--- src/common/rvseed_pkg.sv ---
package rvseed_pkg;

	// data path and register file geometry
	localparam int cpu_width      = 64;
	localparam int reg_addr_width = 5;
	localparam int ram_depth_log2 = 8;	// 256 doublewords

	localparam logic [31:0] reset_pc = 32'h8000_0000;

	typedef logic [cpu_width-1:0]      xlen_t;
	typedef logic [reg_addr_width-1:0] reg_addr_t;
	typedef logic [7:0]                wmask_t;	// 01/03/0F/FF, zero means no store
	typedef logic [31:0]               imm_t;
	typedef logic [31:0]               pc_t;

	// load extension code, carried as expand_signed
	typedef enum logic [3:0] {
		ext_b  = 4'd0,
		ext_bu = 4'd1,
		ext_h  = 4'd2,
		ext_hu = 4'd3,
		ext_w  = 4'd4,
		ext_wu = 4'd5,
		ext_d  = 4'd6
	} ext_e;

	// writeback source, rd_buf_flag
	typedef enum logic [2:0] {
		wb_alu   = 3'd0,
		wb_load  = 3'd1,
		wb_pc    = 3'd2,
		wb_timer = 3'd3,
		wb_imm   = 3'd4
	} wb_sel_e;

	typedef enum logic {
		ms_run  = 1'b0,
		ms_halt = 1'b1
	} ms_state_e;

	// one instruction record in the MEM stage
	typedef struct packed {
		logic      reg_wen;
		reg_addr_t reg_waddr;
		xlen_t     alu_res;	// also the data address
		xlen_t     store_data;
		wmask_t    wmask;
		logic      s_flag;
		logic      time_set;
		imm_t      s_imm;
		ext_e      expand_signed;
		wb_sel_e   rd_buf_flag;
		logic      ebreak;
		pc_t       next_pc;
	} ex_mem_t;

	// register file write port
	typedef struct packed {
		logic      reg_wen;
		reg_addr_t reg_waddr;
		xlen_t     reg_wdata;
	} wb_t;

	// reset value of the EX/MEM register
	localparam ex_mem_t ex_mem_bubble = '{
		reg_wen:       1'b0,
		reg_waddr:     '0,
		alu_res:       '0,
		store_data:    '0,
		wmask:         '0,
		s_flag:        1'b0,
		time_set:      1'b0,
		s_imm:         '0,
		expand_signed: ext_b,
		rd_buf_flag:   wb_alu,
		ebreak:        1'b0,
		next_pc:       reset_pc
	};

endpackage

--- src/source/mtime_counter.sv ---
`timescale 1ns/100ps

module mtime_counter (
	input  logic              clk,
	input  logic              rst_n,
	input  logic              run_i,
	input  logic              we_i,
	input  rvseed_pkg::xlen_t wdata_i,
	output rvseed_pkg::xlen_t mtime_o
);

	// frozen while halted
	always_ff @(posedge clk or negedge rst_n) begin
		if (!rst_n) begin
			mtime_o <= '0;
		end else if (run_i) begin
			if (we_i) begin
				mtime_o <= wdata_i;	// timer-set store wins over the tick
			end else begin
				mtime_o <= mtime_o + 1'b1;
			end
		end
	end

endmodule

--- config.mk ---
export PLATFORM = sky130hd
export DESIGN_NAME = mtime_counter
export DESIGN_NICKNAME = d
export VERILOG_FILES = /design/src/common/rvseed_pkg.sv /design/src/source/mtime_counter.sv
export SDC_FILE = /design/constraint.sdc
export NUM_CORES = 1
export LEC_CHECK = 0
export ABC_AREA = 0
export CORE_AREA = 3 3 92 94
export DETAILED_ROUTE_END_ITERATION = 7
export DIE_AREA = 0 0 95 97
export DONT_BUFFER_PORTS = 1
export GPL_TIMING_DRIVEN = 0
export PLACE_DENSITY = 0.69
export SLEW_MARGIN = 20
export SYNTH_ARGS = -nofsm -noshare
export SYNTH_HDL_FRONTEND = slang
export SYNTH_SLANG_ARGS = --single-unit
--- constraint.sdc ---
create_clock -name clk -period 2.65 [get_ports clk]
set_clock_uncertainty 0.1 [all_clocks]
set_input_delay 0.795 -clock clk [delete_from_list [all_inputs] [get_ports clk]]
set_output_delay 0.795 -clock clk [all_outputs]
set_load 0.05 [all_outputs]
* Word-level counts from Yosys, hierarchy flattened
Index checks and enable logic that the tools add are counted.
** Operators by class
- Equality and inequality tests :: 0
- Reductions and logical operators :: 0
- Shift operators :: 0
- Add/subtract/negate cells :: 1
- Mux-type cells :: 1
- Bitwise operators :: 0
- Multipliers :: 0
- Divide/modulo/power cells :: 0
- Order comparisons :: 0
** Operator list (number)
- 64-bit by 1-bit adder with 64-bit output, second input constant :: 1
- 64-bit two-way mux :: 1
** Word-level totals
- Bits in read-only memories :: 0
- Input port bits :: 68
- Memories :: 0
- Bits in latches :: 0
- Register bits after elaboration :: 64
- Logic and storage cells :: 3
- Output and inout port bits :: 64
- RAM bits :: 0

* Logic depth before layout (Yosys ltp)
Gate-level depths: netlist of run 1.
- Word-level depth :: 2
- Gate-level depth with buffers :: 8
- Gate-level depth less buffers :: 7

* Worst setup path after synthesis of run 1
Ideal clock, no wire load.
- Path kind :: reg-to-reg
- Start point :: reg mtime_o[0]
- End point :: reg mtime_o[60]
- Setup time :: 99 ps
- Arrival :: 2484 ps
- Required time :: 2451 ps
- Path slack :: -34 ps
- Cell stages (with the launch flop) :: 8
- Cells stage by stage :: dfrtp_1 -> ha_1 -> nand2_1 -> nor2_1 -> nand2_4 -> or3_1 -> o41a_1 -> a311oi_1
** On the way
- Cells in the longest elaborated chain, start to end :: 2
** Ends and longest elaborated chain
- from (decl) :: line mtime_counter.sv:9 : output rvseed_pkg::xlen_t mtime_o
- from (signal assigned) :: line mtime_counter.sv:18 : mtime_o <= wdata_i;
- from (signal assigned) :: line mtime_counter.sv:20 : mtime_o <= mtime_o + 1'b1;
- 64-bit by 1-bit adder with 64-bit output :: line mtime_counter.sv:20
- 64-bit two-way mux :: line mtime_counter.sv:17 : if (we_i) begin
Every way passes these cells.
A chain may end at the register's enable or synchronous reset.

* Worst setup path after layout of run 1
- Start point :: reg mtime_o[28]
- End point :: reg mtime_o[60]
Same word-level chain as after synthesis.

==> results of run 1 <==
## cells in the mapped netlist (all sizes together) (4+ instances only)
library cell	number	area (um2)
a22oi	25	187.7
nor2	35	131.4
buf	7	30.02
inv	10	37.54
dfrtp	64	1602
or4	11	82.58
or3	11	68.82
nor4	18	163.9
a31oi	4	25.02
nand3	41	210.2
a21oi	45	225.2
o22ai	11	68.82
o21ai	39	195.2
nor3	17	90.09
clkbuf	27	101.4
and4	4	35.03
nand2	51	198.9
o211ai	16	120.1
o31ai	4	30.03
and3	5	31.28
mux2i	6	60.06
nand4	18	133.9
## worst max-delay path by stage
stage | from | endpoint | slack (ns) | cells after the start
4_1_cts | mtime_o[50] | mtime_o[63] | 0.005 | 6
6_report | mtime_o[28] | mtime_o[60] | 0.06 | 6
3_5_place_dp | mtime_o[37] | mtime_o[62] | -0.47 | 5
2_1_floorplan | mtime_o[15] | mtime_o[60] | 0.0007 | 6
3_3_place_gp | mtime_o[37] | mtime_o[62] | -0.43 | 5
5_1_grt | mtime_o[28] | mtime_o[60] | -0.03 | 6
## cells by family (layout without fill, tap and decap cells)
kind of cell,after synthesis,count (layout)
adder cells (fa/ha/maj),1,1
buffers and inverters,44,75
multiplexers,6,6
flip-flops,64,64
AO/OA/AOI/OAI,173,173
AND/OR/NAND/NOR,222,222
## metrics by stage
step / hold slack (ns) / instances
after global routing: 0.008337 / 643
after global placement: 0.4012 / 612
final: 0.02931 / 643
after floorplan: 0.3994 / 510
after CTS: 0.03259 / 636
after detailed placement: 0.4017 / 612
## routing by layer
layer,part of all wire,GRT usage,vias to the layer above
li1,-,-,2031
met5,0,0,-
met3,0.13,0.1065,39
met2,0.46,0.5054,320
met1,0.38,0.4473,2178
met4,0.025,0.09656,0
## cell type report
class,instances,area [um2]
clock buffer,13,158.9
sequential,64,1667
fill,734,2985
timing repair buffer,15,112.6
buffer,34,137.6
multi-input combinational,402,2461
inverter,10,37.54
clock inverter,3,40.04
tap,102,127.6
## critical path: stages, from the launching register on
cell,delay (ns)
dfrtp_2,0.58
nand4_1,0.22
nor4_4,0.39
nand3_1,0.21
or3_1,0.38
o41a_1,0.37
a311oi_1,0.24
## power by group
group	switching [mW]	internal (mW)	leakage, nW
Clock	0.406	0.484	0.103
Combinational	0.302	0.195	0.871
Sequential	0.754	1.13	0.694
## what timing repair did
action	CTS	global route
gates resized for setup	39	22
setup endpoints to repair	36	17
pin swaps	5	4
hold buffers	0	0
setup buffers	8	7
==> metrics.md, run 1 <==
| Metric | Value |
|---|---|
| Status | finished, final reports clean |
| Synth Flop Type | dfrtp_1 |
| Xor/xnor share of the synthesized area | 0 |
| Syn avg cell area | 8.184 um2 |
| Largest family of logic cells by synthesized area | simple AND/OR/NAND/NOR gates |
| Max Fanout on Critical Path | 5 |
| Design Power | 3.271 mW |
| R2r worst-path depth | 6 |
| Chip width | 95 um |
| Max-slew violations | 0 |
| CP Data Required Time | ~2.8 ns |
| Share of cells above drive strength 1 | 0.1922 |
| Data arrival time of the critical path | 2.74 ns |
| Avg WL per Cell | between 20 and 25 um |
| Core ar. | slightly below 8000 um2 |
| Minimum clock period | 2.586 ns |
| Largest register FFs | 64 |
| Relative slew slack | 0.4731 |
| Antenna diodes | 0 |
| Most common cell after layout, fill and taps aside | nand2_1 |
| Post-layout utilization of the core | 0.6137 |
| Routed vias/inst | 7.104 |
| Crit. End Element | register |
| Largest registers | mtime_o (64) |
| Synth Area in Simple Gates | 0.2926 |
| Die area | around 9200 um2 |
| Detailed Routing Iterations Pass 1 | 6 |
| Mux share of post-synthesis cell area | 0.01439 |
| Syn nets | 579 |
| Max VDD drop | 0.3909 mV |
| Max Freq | roughly 390 MHz |
| Fin nets | 605 |
| Routed Antenna Nets | 0 |
| Yosys reg bits | 64 |
| Detail Placement HPWL | between 10000 and 15000 um |
| CTS buffer count | 9 |
| Place WS | -0.4674 ns |
| TNS Setup | 0 ns |
| Post-synthesis compound-gate area fraction | 0.2659 |
| Yosys cell types | 56 |
| Launch point of the worst reg-to-reg path | mtime_o[28] |
| 1st-iter DRT viols | about 510 |
| Clock transition at the registers of the reported paths | 0.08 ns |
| Reg-to-reg endpoint | mtime_o[60] |
| Final WL | 15280 um |
| Largest net degree at the start of global routing | between 60 and 70 |
| Commonest non-fill, non-tap cells in the layout | 49 x nand2_1, 46 x dfrtp_2, 45 x a21oi_1 |
| GPL Wtd Cong | 0.8865 |
| Final global-route overflow total | 0 |
| Final Setup Violations | 0 |
| P_leak | around 1.7 nW |
| Reg2reg setup slack | 0.06 ns |
| CTS tree | done |
| Clock buffer depth | 2 |
| Worst min path class | in2async |
| Vias after detailed routing | roughly 4600 |
| Seq/Total Area, Yosys | 0.3837 |
| Setup ws final | 0.06384 ns |
| Initial antenna violation count | 0 |
| Post-synthesis adder-cell area fraction | 0.002998 |
| H-tree depth | 3 |
| Synth-to-layout area growth | 13.61% |
| First-pass GRT wire length | 23650 um |
| Final Instance Area | about 4700 um2 |
| Vias in the first global route | between 4000 and 5000 |
| Post-DP Area | 4310 um2 |
| Starting density of the core | 0.5402 |
| CTS root buf | clkbuf_8 |
| Ports | 132 |
| Power Dens Cells | around 690 nW/um2 |
| WS Path Type | reg2reg |
| # rows | 32 |
| PortBufs | 0 |
| DRC | 0 |
| Least-Margin Pin Slew | 0.7903 ns |
| Setup crit start kind | register |
| Final hold viol count | 0 |
| Syn Inst Count | 510 |
| Most flops, register | mtime_o |
| Post-synth EDFFs | 0 |
| Overall routing resource usage | 0.3310 |
| Max Cap Viol | 0 |
| Post-synth ARST share | 1.000 |
| Die Y | 97 um |
| Worst-skew pair later-pin latency | roughly 0.35 ns |
| Synth Warn # | 0 |
| Clock sink total | 64 |
| Tcrit/Tclk final | 0.9759 |
| Post-Syn Area | around 4200 um2 |
Note: power is estimated with default switching activity, not from simulation.
==> run 2: changes to the inputs <==
--- a/config.mk
+++ b/config.mk
@@ -6,12 +6,12 @@
 export NUM_CORES = 1
 export LEC_CHECK = 0
 export ABC_AREA = 0
-export CORE_AREA = 3 3 92 94
+export BUFFER_PORTS_ARGS = -buffer_cell sky130_fd_sc_hd__buf_2
+export CORE_AREA = 3 3 94 96
 export DETAILED_ROUTE_END_ITERATION = 7
-export DIE_AREA = 0 0 95 97
-export DONT_BUFFER_PORTS = 1
+export DIE_AREA = 0 0 97 99
 export GPL_TIMING_DRIVEN = 0
-export PLACE_DENSITY = 0.69
+export PLACE_DENSITY = 0.8
 export SLEW_MARGIN = 20
 export SYNTH_ARGS = -nofsm -noshare
 export SYNTH_HDL_FRONTEND = slang
==> run 2 against run 1 <==
Net effect: the flow now finishes with violations (negative setup slack); utilization is 2.9 points higher; die area is 4.2% higher; global-route usage is 0.35 points lower; fmax is 4.5% lower; highest routed layer unchanged.
==> metrics.md, run 2 (same netlist as run 1, synthesis figures left out) <==
| Metric | Value |
|---|---|
| Post-DP Area | 4982 um2 (was 4310 um2) |
| Launch point of the worst reg-to-reg path | mtime_o[3] (was mtime_o[28]) |
| Die area | 9603 um2 (was 9215 um2) |
| Clock transition at the registers of the reported paths | 0.07 ns (was 0.08 ns) |
| Post-layout utilization of the core | 0.6424 (was 0.6137) |
| Overall routing resource usage | 0.3276 (was 0.3310) |
| Largest registers | mtime_o (64) (unchanged) |
| CTS tree | done (unchanged) |
| Status | complete, but fails checks (was finished, final reports clean) |
| # rows | 33 (was 32) |
| Starting density of the core | 0.5132 (was 0.5402) |
| Vias after detailed routing | 5129 (was 4568) |
| GPL Wtd Cong | 0.9179 (was 0.8865) |
| TNS Setup | -0.1587 ns (was 0 ns) |
| Post-CTS Hold Buffers | 0 (unchanged) |
| Worst-skew pair later-pin latency | 0.35 ns (about the same) |
| Routed vias/inst | 6.705 (was 7.104) |
| CP Data Required Time | 2.79 ns (was 2.81 ns) |
| CTS root buf | clkbuf_8 (unchanged) |
| Largest register FFs | 64 (unchanged) |
| Minimum clock period | 2.707 ns (was 2.586 ns) |
| Most flops, register | mtime_o (unchanged) |
| Max Cap Viol | 0 (unchanged) |
| Chip width | 97 um (was 95 um) |
| Detailed Routing Iterations Pass 1 | 6 (unchanged) |
| Die Y | 99 um (was 97 um) |
| Metal3 WL | 1912 um (was 1971 um) |
| Reg-to-reg endpoint | mtime_o[41] (was mtime_o[60]) |
| Data arrival time of the critical path | 2.84 ns (was 2.74 ns) |
| Crit-path slowest cell | nor3_2 (was dfrtp_2) |
| Clock sink total | 64 (unchanged) |
| P_leak | 2.140 nW (was 1.668 nW) |
| Register area | 1612 um2 (was 1667 um2) |
| Largest net degree at the start of global routing | 34 (was 65) |
| WS Path Type | reg2reg (unchanged) |
| DRC | 0 (unchanged) |
| Max Fanout on Critical Path | 10 (was 5) |
| Reg2reg setup slack | -0.06 ns (was 0.06 ns) |
| Worst min path class | in2async (unchanged) |
| Final hold slack | 0.2867 ns (was 0.02931 ns) |
| Synth-to-layout area growth | 25.18% (was 13.61%) |
| Antenna diodes | 0 (unchanged) |
| CTS buffer count | 9 (unchanged) |
| Most common cell after layout, fill and taps aside | buf_2 (was nand2_1) |
| H-tree depth | 3 (unchanged) |
| M1 WL | 6069 um (was 5853 um) |
| PortBufs | 129 (was 0) |
| Final WL | 15860 um (was 15280 um) |
| Initial antenna violation count | 0 (unchanged) |
| Tcrit/Tclk final | 1.021 (was 0.9759) |
| Final global-route overflow total | 0 (unchanged) |
| Clock buffer depth | 2 (unchanged) |
| Max Freq | 369.4 MHz (was 386.7 MHz) |
| Max-slew violations | 0 (unchanged) |
| Failing checks | negative setup slack |
| Area of the multi-input gates | 2412 um2 (was 2461 um2) |
| Share of cells above drive strength 1 | 0.2621 (was 0.1922) |
| Met2 wire length | 7351 um (was 7072 um) |
| Relative slew slack | 0.5189 (was 0.4731) |
| Crit-path max cell delay | 0.70 ns (was 0.58 ns) |
| Least-Margin Pin Slew | 0.7177 ns (was 0.7903 ns) |
| Ports | 132 (unchanged) |
| Core ar. | 8134 um2 (was 7727 um2) |
| Crit. End Element | register (unchanged) |
| Routed Antenna Nets | 0 (unchanged) |
| Final Setup Violations | 5 (was 0) |
| Final hold viol count | 0 (unchanged) |
| Setup crit start kind | register (unchanged) |
| Commonest non-fill, non-tap cells in the layout | 131 x buf_2, 56 x dfrtp_1, 50 x nand2_1 (was 49 x nand2_1, 46 x dfrtp_2, 45 x a21oi_1) |
| Final Instance Area | 5225 um2 (was 4742 um2) |
| DP Cell Count | 745 (was 612) |
| Detail Placement HPWL | 11290 um (was 10650 um) |
| Highest metal used | met4 (unchanged) |
| Setup ws final | -0.05678 ns (was 0.06384 ns) |
| CP Cell Sequence | nand4_1 -> nor3_2 -> nand4_1 -> o311a_1 -> a21oi_1 -> nand2_1 (was nand4_1 -> nor4_4 -> nand3_1 -> or3_1 -> o41a_1 -> a311oi_1) |
| 1st-iter DRT viols | 564 (was 513) |
| Power Dens Cells | 658.6 nW/um2 (was 689.9 nW/um2) |
| Non-Filler Instances | 765 (was 643) |
| First-pass GRT wire length | 25300 um (was 23650 um) |
| Vias in the first global route | 4780 (was 4280) |
| R2r worst-path depth | 6 (unchanged) |
| Max VDD drop | 0.3486 mV (was 0.3909 mV) |
| CP most frequent cell | nand4_1 |
| Fill count | 715 (was 734) |
| RSZ-0062 raised after global routing | true |
| Avg WL per Cell | 20.74 um (was 23.77 um) |
| Fin nets | 724 (was 605) |
==> run 2: changes by cell type in the layout (fill, tap and decap cells not counted), moves of 2 or more <==
cell      change
buf_4        -10
dfrtp_1      +40
dfrtp_4       -2
buf_2       +128
nor2_1        +2
dfrtp_2      -38
clkbuf_2      -2
nor3_1        +2
nor3_4        -2
clkbuf_1      +2
==> run 2: what timing repair did <==
action | CTS | global route
pin swaps | 1 | 2
endpoints found under the setup margin | 5 | 14
gates resized for setup | 1 | 1
hold endpoints to repair | 0 | 0
setup buffers | 2 | 3
==> run 2: how the worst max path moves through the flow <==
stage / slack [ns] / from / depth (start not counted) / to
3_3_place_gp: -0.1 / mtime_o[36] / 6 / mtime_o[62]
6_report: -0.06 / mtime_o[3] / 6 / mtime_o[41]
5_1_grt: -0.17 / mtime_o[0] / 7 / mtime_o[42]
3_5_place_dp: -0.11 / we_i / 6 / mtime_o[17]
4_1_cts: 0.001 / mtime_o[36] / 7 / mtime_o[60]
2_1_floorplan: 0.0007 / mtime_o[15] / 6 / mtime_o[60]
==> run 2: area by class of cell <==
class / instances / area share
multi-input cells: 402 / 0.4617
flip-flops and latches: 64 / 0.3084
repair buffers: 135 / 0.1351
clock buffers: 13 / 0.03041
well taps: 105 / 0.02514
plain buffers: 33 / 0.02443
clock inverters: 3 / 0.007663
inverters: 10 / 0.007184
==> run 2: where the power goes <==
group / internal (mW) / total [mW] / switching [mW]
registers: 1.12 / 1.34 / 0.225
clock network: 0.484 / 0.885 / 0.401
logic: 0.315 / 1.21 / 0.895
==> run 2: worst max-delay path: cells and delay by family (launching register included) <==
family / cells / cell delay, ns
AND/OR/NAND/NOR: 4 / 1.52
AO/OA/AOI/OAI: 2 / 0.54
flip-flops: 1 / 0.43
==> run 2: routing by layer <==
metal	GRT usage	vias up
met5	0	-
met4	0.1436	0
met3	0.07785	57
met2	0.5127	395
met1	0.4346	2413
li1	-	2264
==> run 2: through the flow <==
stage / setup slack (ns) / power (mW)
final: -0.05678 / 3.441
after global routing: -0.1732 / 3.576
after CTS: 0.001265 / 3.417
after detailed placement: -0.1052 / 2.548
after global placement: -0.09547 / 2.514
after floorplan: 0.0007341 / 2.164
==> run 3: changes to the inputs <==
--- a/config.mk
+++ b/config.mk
@@ -7,11 +7,11 @@
 export LEC_CHECK = 0
 export ABC_AREA = 0
 export BUFFER_PORTS_ARGS = -buffer_cell sky130_fd_sc_hd__buf_2
-export CORE_AREA = 3 3 94 96
+export CORE_AREA = 3 3 100 102
 export DETAILED_ROUTE_END_ITERATION = 7
-export DIE_AREA = 0 0 97 99
+export DIE_AREA = 0 0 103 105
 export GPL_TIMING_DRIVEN = 0
-export PLACE_DENSITY = 0.8
+export PLACE_DENSITY = 0.72
 export SLEW_MARGIN = 20
 export SYNTH_ARGS = -nofsm -noshare
 export SYNTH_HDL_FRONTEND = slang
==> run 3 against run 2 <==
Net effect: the run now ends clean; non-clock buffer count increased by 6; die area increased by 13%; utilization decreased by 6.7 points; count of clock-buffer cells in the layout unchanged; routed wire length increased by 2.4%; register-to-register slack improved by 0.15 ns; via count decreased by 0.12%; total power decreased by 2.3%.
==> metrics.md, run 3 (same netlist as run 1, synthesis figures left out) <==
| Metric | Value |
|---|---|
| Sequential power share | 0.399 (was 0.391) |
| Fin nets | 730 (was 724) |
| Commonest non-fill, non-tap cells in the layout | 131 x buf_2, 56 x dfrtp_1, 50 x nand2_1 (unchanged) |
| DRC | 0 (unchanged) |
| Clock buffer depth | 2 (unchanged) |
| Detailed Routing Iterations Pass 1 | 5 (was 6) |
| Post-CTS Hold Buffers | 0 (unchanged) |
| Largest delay contributor family on the critical path | simple AND/OR/NAND/NOR gates (unchanged) |
| Tcrit/Tclk final | 0.9642 (was 1.021) |
| Setup crit start kind | register (unchanged) |
| Met2 global-route usage | 0.4514 (was 0.5127) |
| Design Power | 3.362 mW (was 3.441 mW) |
| Ports | 132 (unchanged) |
| Max Fanout on Critical Path | 9 (was 10) |
| Cell Int Power | 1.830 mW (was 1.920 mW) |
| CTS tree | done (unchanged) |
| Starting density of the core | 0.4539 (was 0.5132) |
| CTS root buf | clkbuf_8 (unchanged) |
| Most common cell after layout, fill and taps aside | buf_2 (unchanged) |
| Data arrival time of the critical path | 2.71 ns (was 2.84 ns) |
| Worst min path class | in2async (unchanged) |
| Crit-path slowest cell | dfrtp_2 (was nor3_2) |
| Max Freq | 391.4 MHz (was 369.4 MHz) |
| Final WL | 16240 um (was 15860 um) |
| Relative slew slack | 0.5180 (was 0.5189) |
| Largest register FFs | 64 (unchanged) |
| Share of cells above drive strength 1 | 0.2718 (was 0.2621) |
| WS Path Type | reg2reg (unchanged) |
| PortBufs | 129 (unchanged) |
| Switch Pwr | 1.532 mW (was 1.521 mW) |
| CP Data Required Time | 2.81 ns (was 2.79 ns) |
| DP Cell Count | 751 (was 745) |
| Synth-to-layout area growth | 26.68% (was 25.18%) |
| Avg WL per Cell | 20.90 um (was 20.74 um) |
| RSZ-0062 raised after global routing | false (was true) |
| Max VDD drop | 0.3129 mV (was 0.3486 mV) |
| Max Cap Viol | 0 (unchanged) |
| # rows | 35 (was 33) |
| Most flops, register | mtime_o (unchanged) |
| Clock sink total | 64 (unchanged) |
| Chip width | 103 um (was 97 um) |
| Minimum clock period | 2.555 ns (was 2.707 ns) |
| Die Y | 105 um (was 99 um) |
| Crit. End Element | register (unchanged) |
| Clock power frac | 0.235 (was 0.257) |
| Die area | 10820 um2 (was 9603 um2) |
| Final Setup Violations | 0 (was 5) |
| GPL Wtd Cong | 0.9067 (was 0.9179) |
| Met3 usage | 0.04673 (was 0.07785) |
| Largest registers | mtime_o (64) (unchanged) |
| Crit-path max cell delay | 0.41 ns (was 0.70 ns) |
| Antenna diodes | 0 (unchanged) |
| First-pass GRT wire length | 24920 um (was 25300 um) |
| P_leak | 2.182 nW (was 2.140 nW) |
| Initial antenna violation count | 0 (unchanged) |
| Final hold viol count | 0 (unchanged) |
| Max-slew violations | 0 (unchanged) |
| Routed vias/inst | 6.593 (was 6.705) |
| Overall routing resource usage | 0.2945 (was 0.3276) |
| Largest net degree at the start of global routing | 55 (was 34) |
| Power Dens Cells | 635.7 nW/um2 (was 658.6 nW/um2) |
| Final global-route overflow total | 0 (unchanged) |
| CP Cell Sequence | ha_1 -> nand2_1 -> nor2_4 -> nand2_4 -> or3_1 -> o41a_1 -> a311oi_1 (was nand4_1 -> nor3_2 -> nand4_1 -> o311a_1 -> a21oi_1 -> nand2_1) |
| Detail Placement HPWL | 11440 um (was 11290 um) |
| H-tree depth | 3 (unchanged) |
| CTS buffer count | 9 (unchanged) |
| Status | finished, final reports clean (was complete, but fails checks) |
| Global routing usage on met1 | 0.4115 (was 0.4346) |
| Switching share of total power | 0.4556 (was 0.4421) |
| Least-Margin Pin Slew | 0.7229 ns (was 0.7177 ns) |
| Worst-skew pair later-pin latency | 0.35 ns (about the same) |
| Fraction of power consumed by combinational cells | 0.366 (was 0.352) |
| Core ar. | 9196 um2 (was 8134 um2) |
| Clock transition at the registers of the reported paths | 0.08 ns (was 0.07 ns) |
| Routed Antenna Nets | 0 (unchanged) |
| Vias after detailed routing | 5123 (was 5129) |
| Non-Filler Instances | 777 (was 765) |
| Busiest grt layer | met2 (unchanged) |
| 1st-iter DRT viols | 573 (was 564) |
| WP buf/inv | 0 (unchanged) |
| Post-layout utilization of the core | 0.5750 (was 0.6424) |
| Vias in the first global route | 4767 (was 4780) |
run 3: cell types whose count changed in the layout (fill, tap and decap cells not counted), sizes merged:
| cell | previous run | this run |
|---|---|---|
| buf | 142 | 148 |
| bufinv | 1 | 0 |
| clkinvlp | 0 | 1 |
run 3: worst reg2reg max path, cell delays in order (launching register included):
cell and delay (ns):
dfrtp_2 0.41, ha_1 0.23, nand2_1 0.24, nor2_4 0.29, nand2_4 0.15, or3_1 0.40
o41a_1 0.40, a311oi_1 0.25
run 3: layer usage:
metal | up-vias | part of all wire | wire (um)
li1 | 2275 | - | -
met5 | - | 0 | 0
met3 | 49 | 0.11 | 1865
met1 | 2445 | 0.39 | 6406
met2 | 354 | 0.46 | 7481
met4 | 0 | 0.030 | 482
run 3: worst paths after layout:
kind / startpoint / endpoint / slack, ns / depth (start not counted)
setup / recovery: mtime_o[0] / mtime_o[60] / 0.09 / 7
hold / removal: rst_n / mtime_o[24] / 0.18 / 1
setup reg to reg: mtime_o[0] / mtime_o[60] / 0.09 / 7
hold reg to reg: mtime_o[13] / mtime_o[13] / 0.44 / 1
max in group asynchronous: rst_n / mtime_o[4] / 1.72 / 2
min in group clk: mtime_o[13] / mtime_o[13] / 0.44 / 1
run 3: power groups by stage:
stage	registers, mW	logic, mW	clock network (mW)
6_report	1.34	1.23	0.791
5_1_grt	1.37	1.30	0.845
4_1_cts	1.32	1.22	0.796
3_5_place_dp	1.34	1.21	0
3_3_place_gp	1.33	1.19	0
2_1_floorplan	1.80	0.363	0
run 3: what timing repair did:
item,4_1_cts,5_1_grt
buffers inserted,2,9
pin swaps,2,6
endpoints found under the setup margin,9,16
hold endpoints to repair,0,0
resized for setup,2,5
run 3: layout make-up:
class                   instances  area [um2]
fillers                       864        3909
multi-input cells             402        2437
flip-flops and latches         64        1612
repair buffers                141       758.2
clock buffers                  13       158.9
well taps                     111       138.9
plain buffers                  33       127.6
inverters                      10       37.54
clock inverters                 3       17.52
run 3: through the flow:
stage               TNS (ns)  hold slack [ns]  setup slack, ns  cell area [um2]
floorplan                  0           0.3994        0.0007341             4183
global placement      -1.271           0.4203          -0.1467             4967
detailed placement    -1.628           0.4245          -0.1616             4997
CTS                        0           0.1837          0.03389             5200
global route               0           0.1862          0.01276             5288
finish                     0           0.1819          0.09497             5288
